## src/verilog/csr_pkg.sv

```systemverilog
package csr_pkg;

  ////////////////////////////////////////
  // access opcodes
  ////////////////////////////////////////

  // a request with any strobe bit set is a write.
  typedef enum logic {
    CSR_READ  = 1'b0,
    CSR_WRITE = 1'b1
  } csr_access_e;

  ////////////////////////////////////////
  // default widths
  ////////////////////////////////////////

  localparam int CSR_BUS_WIDTH     = 32; // data bits.
  localparam int CSR_ADDRESS_WIDTH = 8;  // byte address bits.

endpackage

```

## src/verilog/csr_adapter_common.sv

```systemverilog
`timescale 1ns/10ps

module csr_adapter_common #(
  parameter int                     ADDRESS_WIDTH     = 8,
  parameter int                     BUS_WIDTH         = 32,
  parameter int                     REGISTERS         = 1,
  parameter bit [ADDRESS_WIDTH-1:0] BASE_ADDRESS      = '0,
  parameter bit                     ERROR_STATUS      = 0,
  parameter bit [BUS_WIDTH-1:0]     DEFAULT_READ_DATA = '0,
  parameter bit                     INSERT_SLICER     = 0
)(
  input  logic                             i_clk,
  input  logic                             i_rst_n,
  // internal bus
  input  logic                             i_bus_valid,
  input  csr_pkg::csr_access_e             i_bus_access,
  input  logic [ADDRESS_WIDTH-1:0]         i_bus_address,
  input  logic [BUS_WIDTH-1:0]             i_bus_write_data,
  input  logic [BUS_WIDTH/8-1:0]           i_bus_strobe,
  output logic                             o_bus_ready,
  output logic [BUS_WIDTH-1:0]             o_bus_read_data,
  output logic                             o_bus_error,
  // register broadcast
  output logic                             o_reg_valid,
  output csr_pkg::csr_access_e             o_reg_access,
  output logic [ADDRESS_WIDTH-1:0]         o_reg_address,
  output logic [BUS_WIDTH-1:0]             o_reg_write_data,
  output logic [BUS_WIDTH/8-1:0]           o_reg_strobe,
  input  logic [REGISTERS-1:0]             i_reg_active,
  input  logic [REGISTERS*BUS_WIDTH-1:0]   i_reg_read_data
);
  import csr_pkg::*;

  // bytes spanned by the register window.
  localparam int LOCAL_ADDRESS_WIDTH = $clog2(REGISTERS * (BUS_WIDTH / 8));
  localparam bit [ADDRESS_WIDTH-1:0] LOCAL_MASK =
    ADDRESS_WIDTH'((64'd1 << LOCAL_ADDRESS_WIDTH) - 64'd1);

  logic                     req_valid;
  csr_access_e              req_access;
  logic [ADDRESS_WIDTH-1:0] req_address;
  logic [BUS_WIDTH-1:0]     req_write_data;
  logic [BUS_WIDTH/8-1:0]   req_strobe;
  logic                     in_range;
  logic                     any_active;
  logic [BUS_WIDTH-1:0]     selected_data;

  ////////////////////////////////////////
  // request slicer
  ////////////////////////////////////////

  if (INSERT_SLICER) begin : g_slicer
    logic                     slice_valid;
    csr_access_e              slice_access;
    logic [ADDRESS_WIDTH-1:0] slice_address;
    logic [BUS_WIDTH-1:0]     slice_write_data;
    logic [BUS_WIDTH/8-1:0]   slice_strobe;

    // one cycle in the slice, then the transfer completes.
    always_ff @(posedge i_clk, negedge i_rst_n) begin
      if (!i_rst_n) begin
        slice_valid <= 1'b0;
      end else begin
        slice_valid <= i_bus_valid && !slice_valid;
      end
    end

    always_ff @(posedge i_clk) begin
      if (i_bus_valid && !slice_valid) begin
        slice_access     <= i_bus_access;
        slice_address    <= i_bus_address;
        slice_write_data <= i_bus_write_data;
        slice_strobe     <= i_bus_strobe;
      end
    end

    assign req_valid      = slice_valid;
    assign req_access     = slice_access;
    assign req_address    = slice_address;
    assign req_write_data = slice_write_data;
    assign req_strobe     = slice_strobe;
    assign o_bus_ready    = slice_valid;
  end else begin : g_direct
    assign req_valid      = i_bus_valid;
    assign req_access     = i_bus_access;
    assign req_address    = i_bus_address;
    assign req_write_data = i_bus_write_data;
    assign req_strobe     = i_bus_strobe;
    assign o_bus_ready    = 1'b1; // registers never stall.
  end

  ////////////////////////////////////////
  // decode and broadcast
  ////////////////////////////////////////

  assign in_range = (req_address >> LOCAL_ADDRESS_WIDTH) == (BASE_ADDRESS >> LOCAL_ADDRESS_WIDTH);

  assign o_reg_valid      = req_valid && in_range;
  assign o_reg_access     = req_access;
  assign o_reg_address    = req_address & LOCAL_MASK; // offset within the block.
  assign o_reg_write_data = req_write_data;
  assign o_reg_strobe     = req_strobe;

  ////////////////////////////////////////
  // read data and error
  ////////////////////////////////////////

  always_comb begin
    selected_data = '0;
    for (int i = 0; i < REGISTERS; i++) begin
      if (i_reg_active[i]) begin
        selected_data = i_reg_read_data[i*BUS_WIDTH+:BUS_WIDTH];
      end
    end
  end

  assign any_active      = |i_reg_active;
  assign o_bus_read_data = any_active ? selected_data : DEFAULT_READ_DATA;
  assign o_bus_error     = ERROR_STATUS && req_valid && !any_active; // unmapped access.

endmodule

```

## src/verilog/csr_block_top.sv

```systemverilog
`timescale 1ns/10ps

module csr_block_top #(
  parameter int                     ADDRESS_WIDTH = csr_pkg::CSR_ADDRESS_WIDTH,
  parameter int                     BUS_WIDTH     = csr_pkg::CSR_BUS_WIDTH,
  parameter bit [ADDRESS_WIDTH-1:0] BASE_ADDRESS  = '0,
  parameter bit                     INSERT_SLICER = 0
)(
  input  logic                                         i_clk,
  input  logic                                         i_rst_n,
  input  logic                                         i_request_valid,
  output logic                                         o_request_ready,
  input  logic [ADDRESS_WIDTH-$clog2(BUS_WIDTH/8)-1:0] i_address,
  input  logic [BUS_WIDTH-1:0]                         i_write_data,
  input  logic [BUS_WIDTH/8-1:0]                       i_strobe,
  output logic                                         o_response_valid,
  input  logic                                         i_response_ready,
  output logic [BUS_WIDTH-1:0]                         o_read_data,
  output logic                                         o_error,
  input  logic [BUS_WIDTH-1:0]                         i_status_set,
  output logic [BUS_WIDTH-1:0]                         o_ctrl_value,
  output logic [BUS_WIDTH-1:0]                         o_config_value
);
  import csr_pkg::*;

  localparam int                     REGISTERS     = 3;
  localparam bit [ADDRESS_WIDTH-1:0] CTRL_OFFSET   = ADDRESS_WIDTH'(8'h00);
  localparam bit [ADDRESS_WIDTH-1:0] CONFIG_OFFSET = ADDRESS_WIDTH'(8'h04);
  localparam bit [ADDRESS_WIDTH-1:0] STATUS_OFFSET = ADDRESS_WIDTH'(8'h08);

  logic                           bus_valid;
  csr_access_e                    bus_access;
  logic [ADDRESS_WIDTH-1:0]       bus_address;
  logic [BUS_WIDTH-1:0]           bus_write_data;
  logic [BUS_WIDTH/8-1:0]         bus_strobe;
  logic                           bus_ready;
  logic [BUS_WIDTH-1:0]           bus_read_data;
  logic                           bus_error;
  logic                           reg_valid;
  csr_access_e                    reg_access;
  logic [ADDRESS_WIDTH-1:0]       reg_address;
  logic [BUS_WIDTH-1:0]           reg_write_data;
  logic [BUS_WIDTH/8-1:0]         reg_strobe;
  logic [REGISTERS-1:0]           reg_active;
  logic [REGISTERS*BUS_WIDTH-1:0] reg_read_data;

  csr_bus_adapter #(
    .ADDRESS_WIDTH (ADDRESS_WIDTH),
    .BUS_WIDTH     (BUS_WIDTH)
  ) u_bus_adapter (
    .i_clk            (i_clk),
    .i_rst_n          (i_rst_n),
    .i_request_valid  (i_request_valid),
    .o_request_ready  (o_request_ready),
    .i_address        (i_address),
    .i_write_data     (i_write_data),
    .i_strobe         (i_strobe),
    .o_response_valid (o_response_valid),
    .i_response_ready (i_response_ready),
    .o_read_data      (o_read_data),
    .o_error          (o_error),
    .o_bus_valid      (bus_valid),
    .o_bus_access     (bus_access),
    .o_bus_address    (bus_address),
    .o_bus_write_data (bus_write_data),
    .o_bus_strobe     (bus_strobe),
    .i_bus_ready      (bus_ready),
    .i_bus_read_data  (bus_read_data),
    .i_bus_error      (bus_error)
  );

  csr_adapter_common #(
    .ADDRESS_WIDTH     (ADDRESS_WIDTH),
    .BUS_WIDTH         (BUS_WIDTH),
    .REGISTERS         (REGISTERS),
    .BASE_ADDRESS      (BASE_ADDRESS),
    .ERROR_STATUS      (1'b1),
    .DEFAULT_READ_DATA (BUS_WIDTH'(32'hdead_beef)),
    .INSERT_SLICER     (INSERT_SLICER)
  ) u_adapter_common (
    .i_clk            (i_clk),
    .i_rst_n          (i_rst_n),
    .i_bus_valid      (bus_valid),
    .i_bus_access     (bus_access),
    .i_bus_address    (bus_address),
    .i_bus_write_data (bus_write_data),
    .i_bus_strobe     (bus_strobe),
    .o_bus_ready      (bus_ready),
    .o_bus_read_data  (bus_read_data),
    .o_bus_error      (bus_error),
    .o_reg_valid      (reg_valid),
    .o_reg_access     (reg_access),
    .o_reg_address    (reg_address),
    .o_reg_write_data (reg_write_data),
    .o_reg_strobe     (reg_strobe),
    .i_reg_active     (reg_active),
    .i_reg_read_data  (reg_read_data)
  );

  ////////////////////////////////////////
  // register file
  ////////////////////////////////////////

  csr_rw_register #(
    .ADDRESS_WIDTH (ADDRESS_WIDTH),
    .BUS_WIDTH     (BUS_WIDTH),
    .OFFSET        (CTRL_OFFSET),
    .INITIAL_VALUE ('0)
  ) u_ctrl_reg (
    .i_clk        (i_clk),
    .i_rst_n      (i_rst_n),
    .i_valid      (reg_valid),
    .i_access     (reg_access),
    .i_address    (reg_address),
    .i_write_data (reg_write_data),
    .i_strobe     (reg_strobe),
    .o_active     (reg_active[0]),
    .o_read_data  (reg_read_data[0*BUS_WIDTH+:BUS_WIDTH]),
    .o_value      (o_ctrl_value)
  );

  csr_rw_register #(
    .ADDRESS_WIDTH (ADDRESS_WIDTH),
    .BUS_WIDTH     (BUS_WIDTH),
    .OFFSET        (CONFIG_OFFSET),
    .INITIAL_VALUE (BUS_WIDTH'(32'h0000_00ff))
  ) u_config_reg (
    .i_clk        (i_clk),
    .i_rst_n      (i_rst_n),
    .i_valid      (reg_valid),
    .i_access     (reg_access),
    .i_address    (reg_address),
    .i_write_data (reg_write_data),
    .i_strobe     (reg_strobe),
    .o_active     (reg_active[1]),
    .o_read_data  (reg_read_data[1*BUS_WIDTH+:BUS_WIDTH]),
    .o_value      (o_config_value)
  );

  csr_status_register #(
    .ADDRESS_WIDTH (ADDRESS_WIDTH),
    .BUS_WIDTH     (BUS_WIDTH),
    .OFFSET        (STATUS_OFFSET)
  ) u_status_reg (
    .i_clk        (i_clk),
    .i_rst_n      (i_rst_n),
    .i_valid      (reg_valid),
    .i_access     (reg_access),
    .i_address    (reg_address),
    .i_write_data (reg_write_data),
    .i_strobe     (reg_strobe),
    .i_set        (i_status_set),
    .o_active     (reg_active[2]),
    .o_read_data  (reg_read_data[2*BUS_WIDTH+:BUS_WIDTH])
  );

endmodule

```

## src/verilog/csr_bus_adapter.sv

```systemverilog
`timescale 1ns/10ps

module csr_bus_adapter #(
  parameter int ADDRESS_WIDTH = 8,
  parameter int BUS_WIDTH     = 32
)(
  input  logic                                           i_clk,
  input  logic                                           i_rst_n,
  // host request
  input  logic                                           i_request_valid,
  output logic                                           o_request_ready,
  input  logic [ADDRESS_WIDTH-$clog2(BUS_WIDTH/8)-1:0]   i_address,
  input  logic [BUS_WIDTH-1:0]                           i_write_data,
  input  logic [BUS_WIDTH/8-1:0]                         i_strobe,
  // host response
  output logic                                           o_response_valid,
  input  logic                                           i_response_ready,
  output logic [BUS_WIDTH-1:0]                           o_read_data,
  output logic                                           o_error,
  // internal bus
  output logic                                           o_bus_valid,
  output csr_pkg::csr_access_e                           o_bus_access,
  output logic [ADDRESS_WIDTH-1:0]                       o_bus_address,
  output logic [BUS_WIDTH-1:0]                           o_bus_write_data,
  output logic [BUS_WIDTH/8-1:0]                         o_bus_strobe,
  input  logic                                           i_bus_ready,
  input  logic [BUS_WIDTH-1:0]                           i_bus_read_data,
  input  logic                                           i_bus_error
);
  import csr_pkg::*;

  localparam int ADDRESS_LSB = $clog2(BUS_WIDTH / 8);

  logic                 response_valid;
  logic [BUS_WIDTH-1:0] read_data;
  logic                 error;
  logic                 bus_transfer;
  logic                 response_ack;

  ////////////////////////////////////////
  // request path
  ////////////////////////////////////////

  assign o_request_ready  = i_bus_ready && !response_valid; // one access in flight.
  assign o_bus_valid      = i_request_valid && !response_valid;
  assign o_bus_access     = (i_strobe != '0) ? CSR_WRITE : CSR_READ;
  assign o_bus_address    = {i_address, {ADDRESS_LSB{1'b0}}}; // word to byte address.
  assign o_bus_write_data = i_write_data;
  assign o_bus_strobe     = i_strobe;

  assign bus_transfer = o_bus_valid && i_bus_ready;
  assign response_ack = response_valid && i_response_ready;

  ////////////////////////////////////////
  // response path
  ////////////////////////////////////////

  always_ff @(posedge i_clk, negedge i_rst_n) begin
    if (!i_rst_n) begin
      response_valid <= 1'b0;
    end else if (response_ack) begin
      response_valid <= 1'b0;
    end else if (bus_transfer) begin
      response_valid <= 1'b1;
    end
  end

  always_ff @(posedge i_clk) begin
    if (bus_transfer) begin
      read_data <= i_bus_read_data; // held until acknowledge.
    end
  end

  always_ff @(posedge i_clk, negedge i_rst_n) begin
    if (!i_rst_n) begin
      error <= 1'b0;
    end else if (bus_transfer) begin
      error <= i_bus_error;
    end
  end

  assign o_response_valid = response_valid;
  assign o_read_data      = read_data;
  assign o_error          = error;

endmodule

```

## src/verilog/csr_rw_register.sv

```systemverilog
`timescale 1ns/10ps

module csr_rw_register #(
  parameter int                     ADDRESS_WIDTH = 8,
  parameter int                     BUS_WIDTH     = 32,
  parameter bit [ADDRESS_WIDTH-1:0] OFFSET        = '0,
  parameter bit [BUS_WIDTH-1:0]     INITIAL_VALUE = '0
)(
  input  logic                     i_clk,
  input  logic                     i_rst_n,
  input  logic                     i_valid,
  input  csr_pkg::csr_access_e     i_access,
  input  logic [ADDRESS_WIDTH-1:0] i_address,
  input  logic [BUS_WIDTH-1:0]     i_write_data,
  input  logic [BUS_WIDTH/8-1:0]   i_strobe,
  output logic                     o_active,
  output logic [BUS_WIDTH-1:0]     o_read_data,
  output logic [BUS_WIDTH-1:0]     o_value
);
  import csr_pkg::*;

  localparam int BYTE_WIDTH = BUS_WIDTH / 8;

  logic [BUS_WIDTH-1:0] value;
  logic                 write_hit;

  assign o_active  = i_valid && (i_address == OFFSET);
  assign write_hit = o_active && (i_access == CSR_WRITE);

  always_ff @(posedge i_clk, negedge i_rst_n) begin
    if (!i_rst_n) begin
      value <= INITIAL_VALUE;
    end else if (write_hit) begin
      for (int i = 0; i < BYTE_WIDTH; i++) begin
        if (i_strobe[i]) begin
          value[8*i+:8] <= i_write_data[8*i+:8]; // strobed lanes only.
        end
      end
    end
  end

  assign o_read_data = value;
  assign o_value     = value;

endmodule

```

## src/verilog/csr_status_register.sv

```systemverilog
`timescale 1ns/10ps

module csr_status_register #(
  parameter int                     ADDRESS_WIDTH = 8,
  parameter int                     BUS_WIDTH     = 32,
  parameter bit [ADDRESS_WIDTH-1:0] OFFSET        = '0
)(
  input  logic                     i_clk,
  input  logic                     i_rst_n,
  input  logic                     i_valid,
  input  csr_pkg::csr_access_e     i_access,
  input  logic [ADDRESS_WIDTH-1:0] i_address,
  input  logic [BUS_WIDTH-1:0]     i_write_data,
  input  logic [BUS_WIDTH/8-1:0]   i_strobe,
  input  logic [BUS_WIDTH-1:0]     i_set,
  output logic                     o_active,
  output logic [BUS_WIDTH-1:0]     o_read_data
);
  import csr_pkg::*;

  localparam int BYTE_WIDTH = BUS_WIDTH / 8;

  logic [BUS_WIDTH-1:0] bits;
  logic [BUS_WIDTH-1:0] clear_mask;

  assign o_active = i_valid && (i_address == OFFSET);

  always_comb begin
    clear_mask = '0;
    if (o_active && (i_access == CSR_WRITE)) begin
      for (int i = 0; i < BYTE_WIDTH; i++) begin
        if (i_strobe[i]) begin
          clear_mask[8*i+:8] = i_write_data[8*i+:8]; // write one to clear.
        end
      end
    end
  end

  // a set pulse beats a clear in the same cycle.
  always_ff @(posedge i_clk, negedge i_rst_n) begin
    if (!i_rst_n) begin
      bits <= '0;
    end else begin
      bits <= (bits & ~clear_mask) | i_set;
    end
  end

  assign o_read_data = bits;

endmodule
```

## config.mk

```make
export PLATFORM = sky130hd
export DESIGN_NAME = csr_block_top
export DESIGN_NICKNAME = d
export VERILOG_FILES = /design/src/verilog/csr_pkg.sv /design/src/verilog/csr_adapter_common.sv /design/src/verilog/csr_block_top.sv /design/src/verilog/csr_bus_adapter.sv /design/src/verilog/csr_rw_register.sv /design/src/verilog/csr_status_register.sv
export SDC_FILE = /design/constraint.sdc
export NUM_CORES = 1
export LEC_CHECK = 0
export ABC_AREA = 1
export CAP_MARGIN = 20
export CORE_MARGIN = 10
export CORE_UTILIZATION = 39
export DETAILED_ROUTE_END_ITERATION = 12
export DONT_BUFFER_PORTS = 1
export PLACE_DENSITY = 0.55
export SYNTH_ARGS = -nofsm -noshare
export SYNTH_HDL_FRONTEND = slang
export SYNTH_SLANG_ARGS = --single-unit
export TNS_END_PERCENT = 20
```

## constraint.sdc

```tcl
create_clock -name i_clk -period 2 [get_ports i_clk]
set_clock_uncertainty 0.1 [all_clocks]
set_input_delay 0.1 -clock i_clk [delete_from_list [all_inputs] [get_ports i_clk]]
set_output_delay 0.1 -clock i_clk [all_outputs]
set_load 0.05 [all_outputs]
```

==> run summary, run 1 <==
Status -> complete, but fails checks
Failing checks -> negative hold slack
Sequential area share after synthesis -> 0.491
Setup_tns -> 0 ns
FF+latch count, synth -> 130
Critical Path Max Stage Delay -> 0.56 ns
Max-slew violation count -> 0
Ant. Diodes -> 0
First-pass GRT wire length -> 32900 µm
Worst hold slack -> -0.717 ns
Clock Sinks -> 130
Post-synth top area share -> 0.323
Hold Vio Cnt, Final -> 98
Number of CTS-inserted buffers -> 17
Kind of critical path -> flip-flop to flip-flop
Routed vias/inst -> 5.06
Total gr overflow -> 0
Crit-path max FO -> 14
Crit path cell chain -> inv_4, nand2_2, nor2_4, buf_12, buf_4, nand3_1, dlygate4sd3_1, nand2_1
Period utilisation layout -> 0.941
Die Y-Extent -> 154 µm
Hold Path Class -> input pin to asynchronous set/reset pin
CP startpoint kind -> flip-flop
Initial antenna violation count -> 0
Post-synthesis cell type count -> 18
All-layer global routing usage -> 0.175
Layout area overhead -> 18.5%
Post-synth EDFFs -> 32
Most used DFF post-synth -> dfrtp_1
Synth Net Count -> 959
Syn Inst Count -> 881
Setup WS pre-CTS -> 0.140 ns
Starting Density -> 0.400
Residual DRC count -> 0
H-tree depth -> 4
Post-DRT Antenna Nets -> 0
Die area -> 23600 µm²
Yosys warns -> 0
WL per Instance -> 18.6 µm
Asr flop ratio synth -> 0.754
Tmin final -> 1.88 ns
Fmax -> 0.532 GHz
Hold Buf Count CTS -> 79
Max-slew headroom -> 0.591
Synthesized cell area -> 6970 µm²
# nets final -> 968
First-pass DRT Iterations -> 7
Area of the core -> 17400 µm²
Hpwl dp -> 13700 µm
Unrepaired setup endpoints after global routing -> false
Top-count cell post-synth -> nand2_1
Leakage power total -> 4.27 nW
DRT Wirelength -> 21000 µm
Top cells by area, synth -> dfrtp_1, nand2_1, edfxtp_1, nand3_1, buf_4
Max cap viols -> 0
Placer congestion estimate -> 0.781
Synth top cells by count -> nand2_1, nand3_1, inv_1
FP Rows -> 48
Die Wd -> 154 µm
Vias post-DR -> 5704
Final setup fails -> 0
Fin worst setup slack -> 0.119 ns
Longest Clk Path Bufs -> 2
Clock-pin slew on the worst setup and hold paths -> 0.06 ns
Leading area contributor after synthesis -> dfrtp_1
Avg Cell Area, Syn -> 7.92 µm²
Worst Setup End Kind -> flip-flop
Critical Path RT -> 2.26 ns
CP max stage cell -> dlygate4sd3_1
Worst vdd rail ir drop -> 0.000592 V
Worst-Skew Late Latency -> 0.42 ns
Worst-Margin Slew -> 0.613 ns
DR iter-0 viols -> 480
Vias in the first global route -> 5552
Largest net degree at the start of global routing -> 99
CTS tree -> built
CTS Root Cell -> clkbuf_16
I/O Buffers -> 0
Power per cell area -> 876 nW/µm²
I/O pins -> 177
Share of layout cells above drive strength 1 -> 0.0919
Crit path DAT -> 2.14 ns
[final cells by class]
class / instances / area, µm²
Clock buffer: 17 / 425
Clock inverter: 15 / 214
Fill cell: 1724 / 9150
Inverter: 140 / 532
Multi-Input combinational cell: 495 / 2310
Sequential cell: 130 / 3420
Tap cell: 225 / 282
Timing Repair Buffer: 106 / 1080
[critical path, delay by kind of cell, from the launching register on]
family / cells / cell delay [ns]
buffers and inverters: 4 / 0.95
flip-flops: 1 / 0.41
AND/OR/NAND/NOR: 4 / 0.37
[sequential cells by signal, indices dropped and copies added (netlist names)]
register                        cells
u_status_reg.o_read_data           32
u_bus_adapter.o_response_valid      1
u_bus_adapter.o_error               1
u_ctrl_reg.o_read_data             32
u_config_reg.o_read_data           32
u_bus_adapter.o_read_data          32
[final timing paths]
| path | start | end | slack [ns] | depth (start not counted) |
|---|---|---|---|---|
| min in group i_clk | i_address[0] | u_bus_adapter.o_error | 0.04 | 3 |
| setup / recovery | u_bus_adapter.o_response_valid | u_config_reg.o_read_data[1] | 0.12 | 8 |
| max in group asynchronous | i_rst_n | u_config_reg.o_read_data[7] | 2.29 | 0 |
| setup reg to reg | u_bus_adapter.o_response_valid | u_config_reg.o_read_data[1] | 0.12 | 8 |
| hold reg to reg | u_status_reg.o_read_data[13] | u_status_reg.o_read_data[13] | 0.37 | 2 |
| hold / removal | i_rst_n | u_bus_adapter.o_response_valid | -0.72 | 0 |
[per-stage QoR]
step	hold WS (ns)	util	total power, mW	cell area, µm²	cells
3_3_place_gp	-0.288	0.391	3.71	6820	1015
6_report	-0.717	0.475	7.24	8270	1128
3_5_place_dp	-0.288	0.391	3.71	6820	1015
2_1_floorplan	-0.296	-	3.65	6980	881
5_1_grt	-0.740	0.475	7.48	8270	1128
4_1_cts	-0.733	0.474	7.29	8250	1126
[timing repair]
item                                    4_1_cts  5_1_grt
endpoints found under the setup margin        0       32
endpoints found under the hold margin       195       98
resized for setup                             0        1
setup buffers                                 0        2
[cell usage in the layout, fill, tap and decap left out, types with 4 or more instances in the layout]
cell type and count:
clkinvlp_4 4, buf_12 7, nand2_1 275, bufinv_16 5
dfrtp_1 90, inv_1 136, nand4_2 8, nand4_1 32
buf_4 20, edfxtp_1 32, dfstp_2 8, clkbuf_16 17
clkinv_2 4, nor2_1 5, dlygate4sd3_1 79, nand3_1 144
o211ai_1 24
[kinds of logic after synthesis]
logic type	after synthesis	share of synthesized area
AOI/OAI and AO/OA	26	0.0273
buffers and inverters	256	0.181
DFF	130	0.491
and+or+nand+nor	469	0.301
[per-layer routing]
metal,part of all wire,track usage,vias to the layer above
met1,0.42,0.220,2713
met2,0.46,0.268,218
li1,-,-,2742
met4,0.018,0.0562,0
met5,0,0,-
met3,0.099,0.0714,31
[power breakdown]
part	total, mW	leakage (nW)	switching (mW)	internal [mW]
clock	3.45	0.306	1.24	2.20
sequential	3.27	1.39	0.444	2.83
combinational	0.525	2.58	0.320	0.204
total	7.24	4.27	2.01	5.24
No activity file was read; power rests on OpenSTA's default activity.
==> run 2: changes to the inputs <==
==> constraint.sdc (replaced) <==
create_clock -name i_clk -period 2 [get_ports i_clk]
set_clock_uncertainty 0.1 [all_clocks]
set_input_delay 0.3 -clock i_clk [delete_from_list [all_inputs] [get_ports i_clk]]
set_output_delay 0.3 -clock i_clk [all_outputs]
set_load 0.05 [all_outputs]
==> run 2 against run 1 <==
The flow still finishes with violations (negative hold slack). Largest cell class unchanged. First-iteration DRC count decreased by 28%. Total power is 7.0% lower. Combinational power fell by 14%. Cell area down 5.7%. Worst hold slack improved by 0.19 ns. Worst setup slack gained 0.060 ns. Highest routed layer unchanged. Critical path type unchanged. Sequential cell count unchanged. Via count shrank 4.3%. Register-to-register slack better by 0.06 ns.
==> run summary, run 2 (same netlist as run 1, synthesis figures left out) <==
Starting Density -> 0.400 (unchanged)
Routed vias/inst -> 5.03 (-0.52%)
R2r setup slk -> 0.18 ns (+0.06 ns)
Worst hold slack -> -0.525 ns (+0.192 ns)
First-pass GRT wire length -> 32100 µm (-2.6%)
Critical R2R Capture -> u_ctrl_reg.o_read_data[17]
Most common cell after layout, fill and taps aside -> nand2_1
Crit path DAT -> 2.02 ns (-0.12 ns)
All-layer global routing usage -> 0.171 (-0.00428)
Final setup fails -> 0 (unchanged)
Period utilisation layout -> 0.911 (-0.0302)
Vias in the first global route -> 5334 (-3.9%)
Reg-to-Reg Start -> u_bus_adapter.o_response_valid
CP Launch Point -> u_bus_adapter.o_response_valid
Largest net degree at the start of global routing -> 99 (unchanged)
CTS Root Cell -> clkbuf_16
Final core occ -> 0.447 (-0.0272)
Leakage power total -> 4.07 nW (-4.9%)
Unrepaired setup endpoints after global routing -> false
Failing checks -> negative hold slack
Initial antenna violation count -> 1 (+1)
Max-slew headroom -> 0.598 (+0.00705)
Placed cell count -> 1015 (unchanged)
Fmax -> 0.549 GHz (+3.3%)
DR iter-0 viols -> 345 (-28%)
Max cap viols -> 0 (unchanged)
Worst vdd rail ir drop -> 0.000554 V (-6.3%)
Share of layout cells above drive strength 1 -> 0.0885 (-0.00344)
Worst-Skew Late Latency -> 0.41 ns (about the same)
Number of CTS-inserted buffers -> 17 (unchanged)
Longest Clk Path Bufs -> 2 (unchanged)
Setup_tns -> 0 ns (unchanged)
I/O Buffers -> 0 (unchanged)
Status -> complete, but fails checks
Finished Layout Cells -> 1085 (-3.8%)
Residual DRC count -> 0 (unchanged)
Clock Sinks -> 130 (unchanged)
Vias post-DR -> 5458 (-4.3%)
Crit-path max FO -> 76 (+62)
Hold Path Class -> input pin to asynchronous set/reset pin
FP Rows -> 48 (unchanged)
Placer congestion estimate -> 0.775 (-0.74%)
Worst-Margin Slew -> 0.603 ns (-0.0106 ns)
# nets final -> 924 (-4.5%)
H-tree depth -> 4 (unchanged)
Total gr overflow -> 0 (unchanged)
Worst Setup End Kind -> flip-flop
Setup WS pre-CTS -> 0.192 ns (+0.0522 ns)
Final instance area -> 7790 µm² (-5.7%)
Die Y-Extent -> 154 µm (unchanged)
Fin worst setup slack -> 0.179 ns (+0.0603 ns)
Hold Buf Count CTS -> 37 (-53%)
CTS tree -> built
Placement Cell Area -> 6860 µm² (+0.55%)
WL per Instance -> 18.8 µm (+0.71%)
First-pass DRT Iterations -> 5 (-2)
Post-DRT Antenna Nets -> 0 (unchanged)
Tmin final -> 1.82 ns (-0.0603 ns)
Setup Buffers After CTS -> 0 (unchanged)
Clock-pin slew on the worst setup and hold paths -> 0.06 ns (about the same)
I/O pins -> 177 (unchanged)
Critical Path RT -> 2.20 ns (-0.06 ns)
Filler cells -> 1725 (+0.058%)
R2R depth -> 7 (-1)
Total power -> 6.74 mW (-7.0%)
Kind of critical path -> flip-flop to flip-flop
Capture point of the worst path -> u_ctrl_reg.o_read_data[17]
Die area -> 23600 µm² (unchanged)
DRT Wirelength -> 20400 µm (-3.1%)
Area of the core -> 17400 µm² (unchanged)
Most frequent cells in the layout -> nand2_1, nand3_1, inv_1
Power per cell area -> 865 nW/µm² (-1.3%)
Die Wd -> 154 µm (unchanged)
Max-slew violation count -> 0 (unchanged)
CP startpoint kind -> flip-flop
Hold Vio Cnt, Final -> 98 (unchanged)
Layout area overhead -> 11.7%
Post-cts sizing count -> 0 (unchanged)
Hpwl dp -> 13600 µm (-0.56%)
## run 2: changes by cell type in the layout (fill, tap and decap cells not counted), sizes merged
cell / delta
dlygate4sd3: -42
clkbuf: +4
bufinv: -3
buf: -2
clkinv: -1
clkinvlp: +1
diode: +1
inv: -1
## run 2: worst min-delay path by stage
stage,depth (start not counted),end,slack (ns),startpoint
2_1_floorplan,0,u_bus_adapter.o_error,-0.1,i_rst_n
3_3_place_gp,0,u_bus_adapter.o_response_valid,-0.09,i_rst_n
3_5_place_dp,0,u_status_reg.o_read_data[27],-0.09,i_rst_n
4_1_cts,0,u_status_reg.o_read_data[27],-0.54,i_rst_n
5_1_grt,0,u_status_reg.o_read_data[27],-0.55,i_rst_n
6_report,0,u_status_reg.o_read_data[27],-0.52,i_rst_n
## run 2: critical path: stages (launching register included)
cell	delay, ns
dfrtp_1	0.40
inv_4	0.06
nand2_1	0.13
nor2_4	0.21
buf_12	0.29
nand4_2	0.29
nand2_1	0.14
nand2_1	0.05
## run 2: per-layer routing
layer | share of wire | up-vias | global-route usage
met1 | 0.42 | 2599 | 0.209
li1 | - | 2667 | -
met3 | 0.095 | 14 | 0.0722
met2 | 0.47 | 178 | 0.271
met5 | 0 | - | 0
met4 | 0.0092 | 0 | 0.0450
## run 2: area by class of cell
class                           count  area [µm²]  area share
Clock inverter                     11         113      0.0145
Multi-Input combinational cell    495        2310       0.296
Inverter                          140         532      0.0683
Antenna cell                        1        2.50    0.000321
Clock buffer                       21         450      0.0578
Sequential cell                   130        3420       0.439
Tap cell                          225         282      0.0361
Timing Repair Buffer               62         683      0.0877
## run 2: power breakdown
part | internal, mW | switching (mW)
sequential | 2.83 | 0.441
combinational | 0.156 | 0.294
clock | 1.85 | 1.17
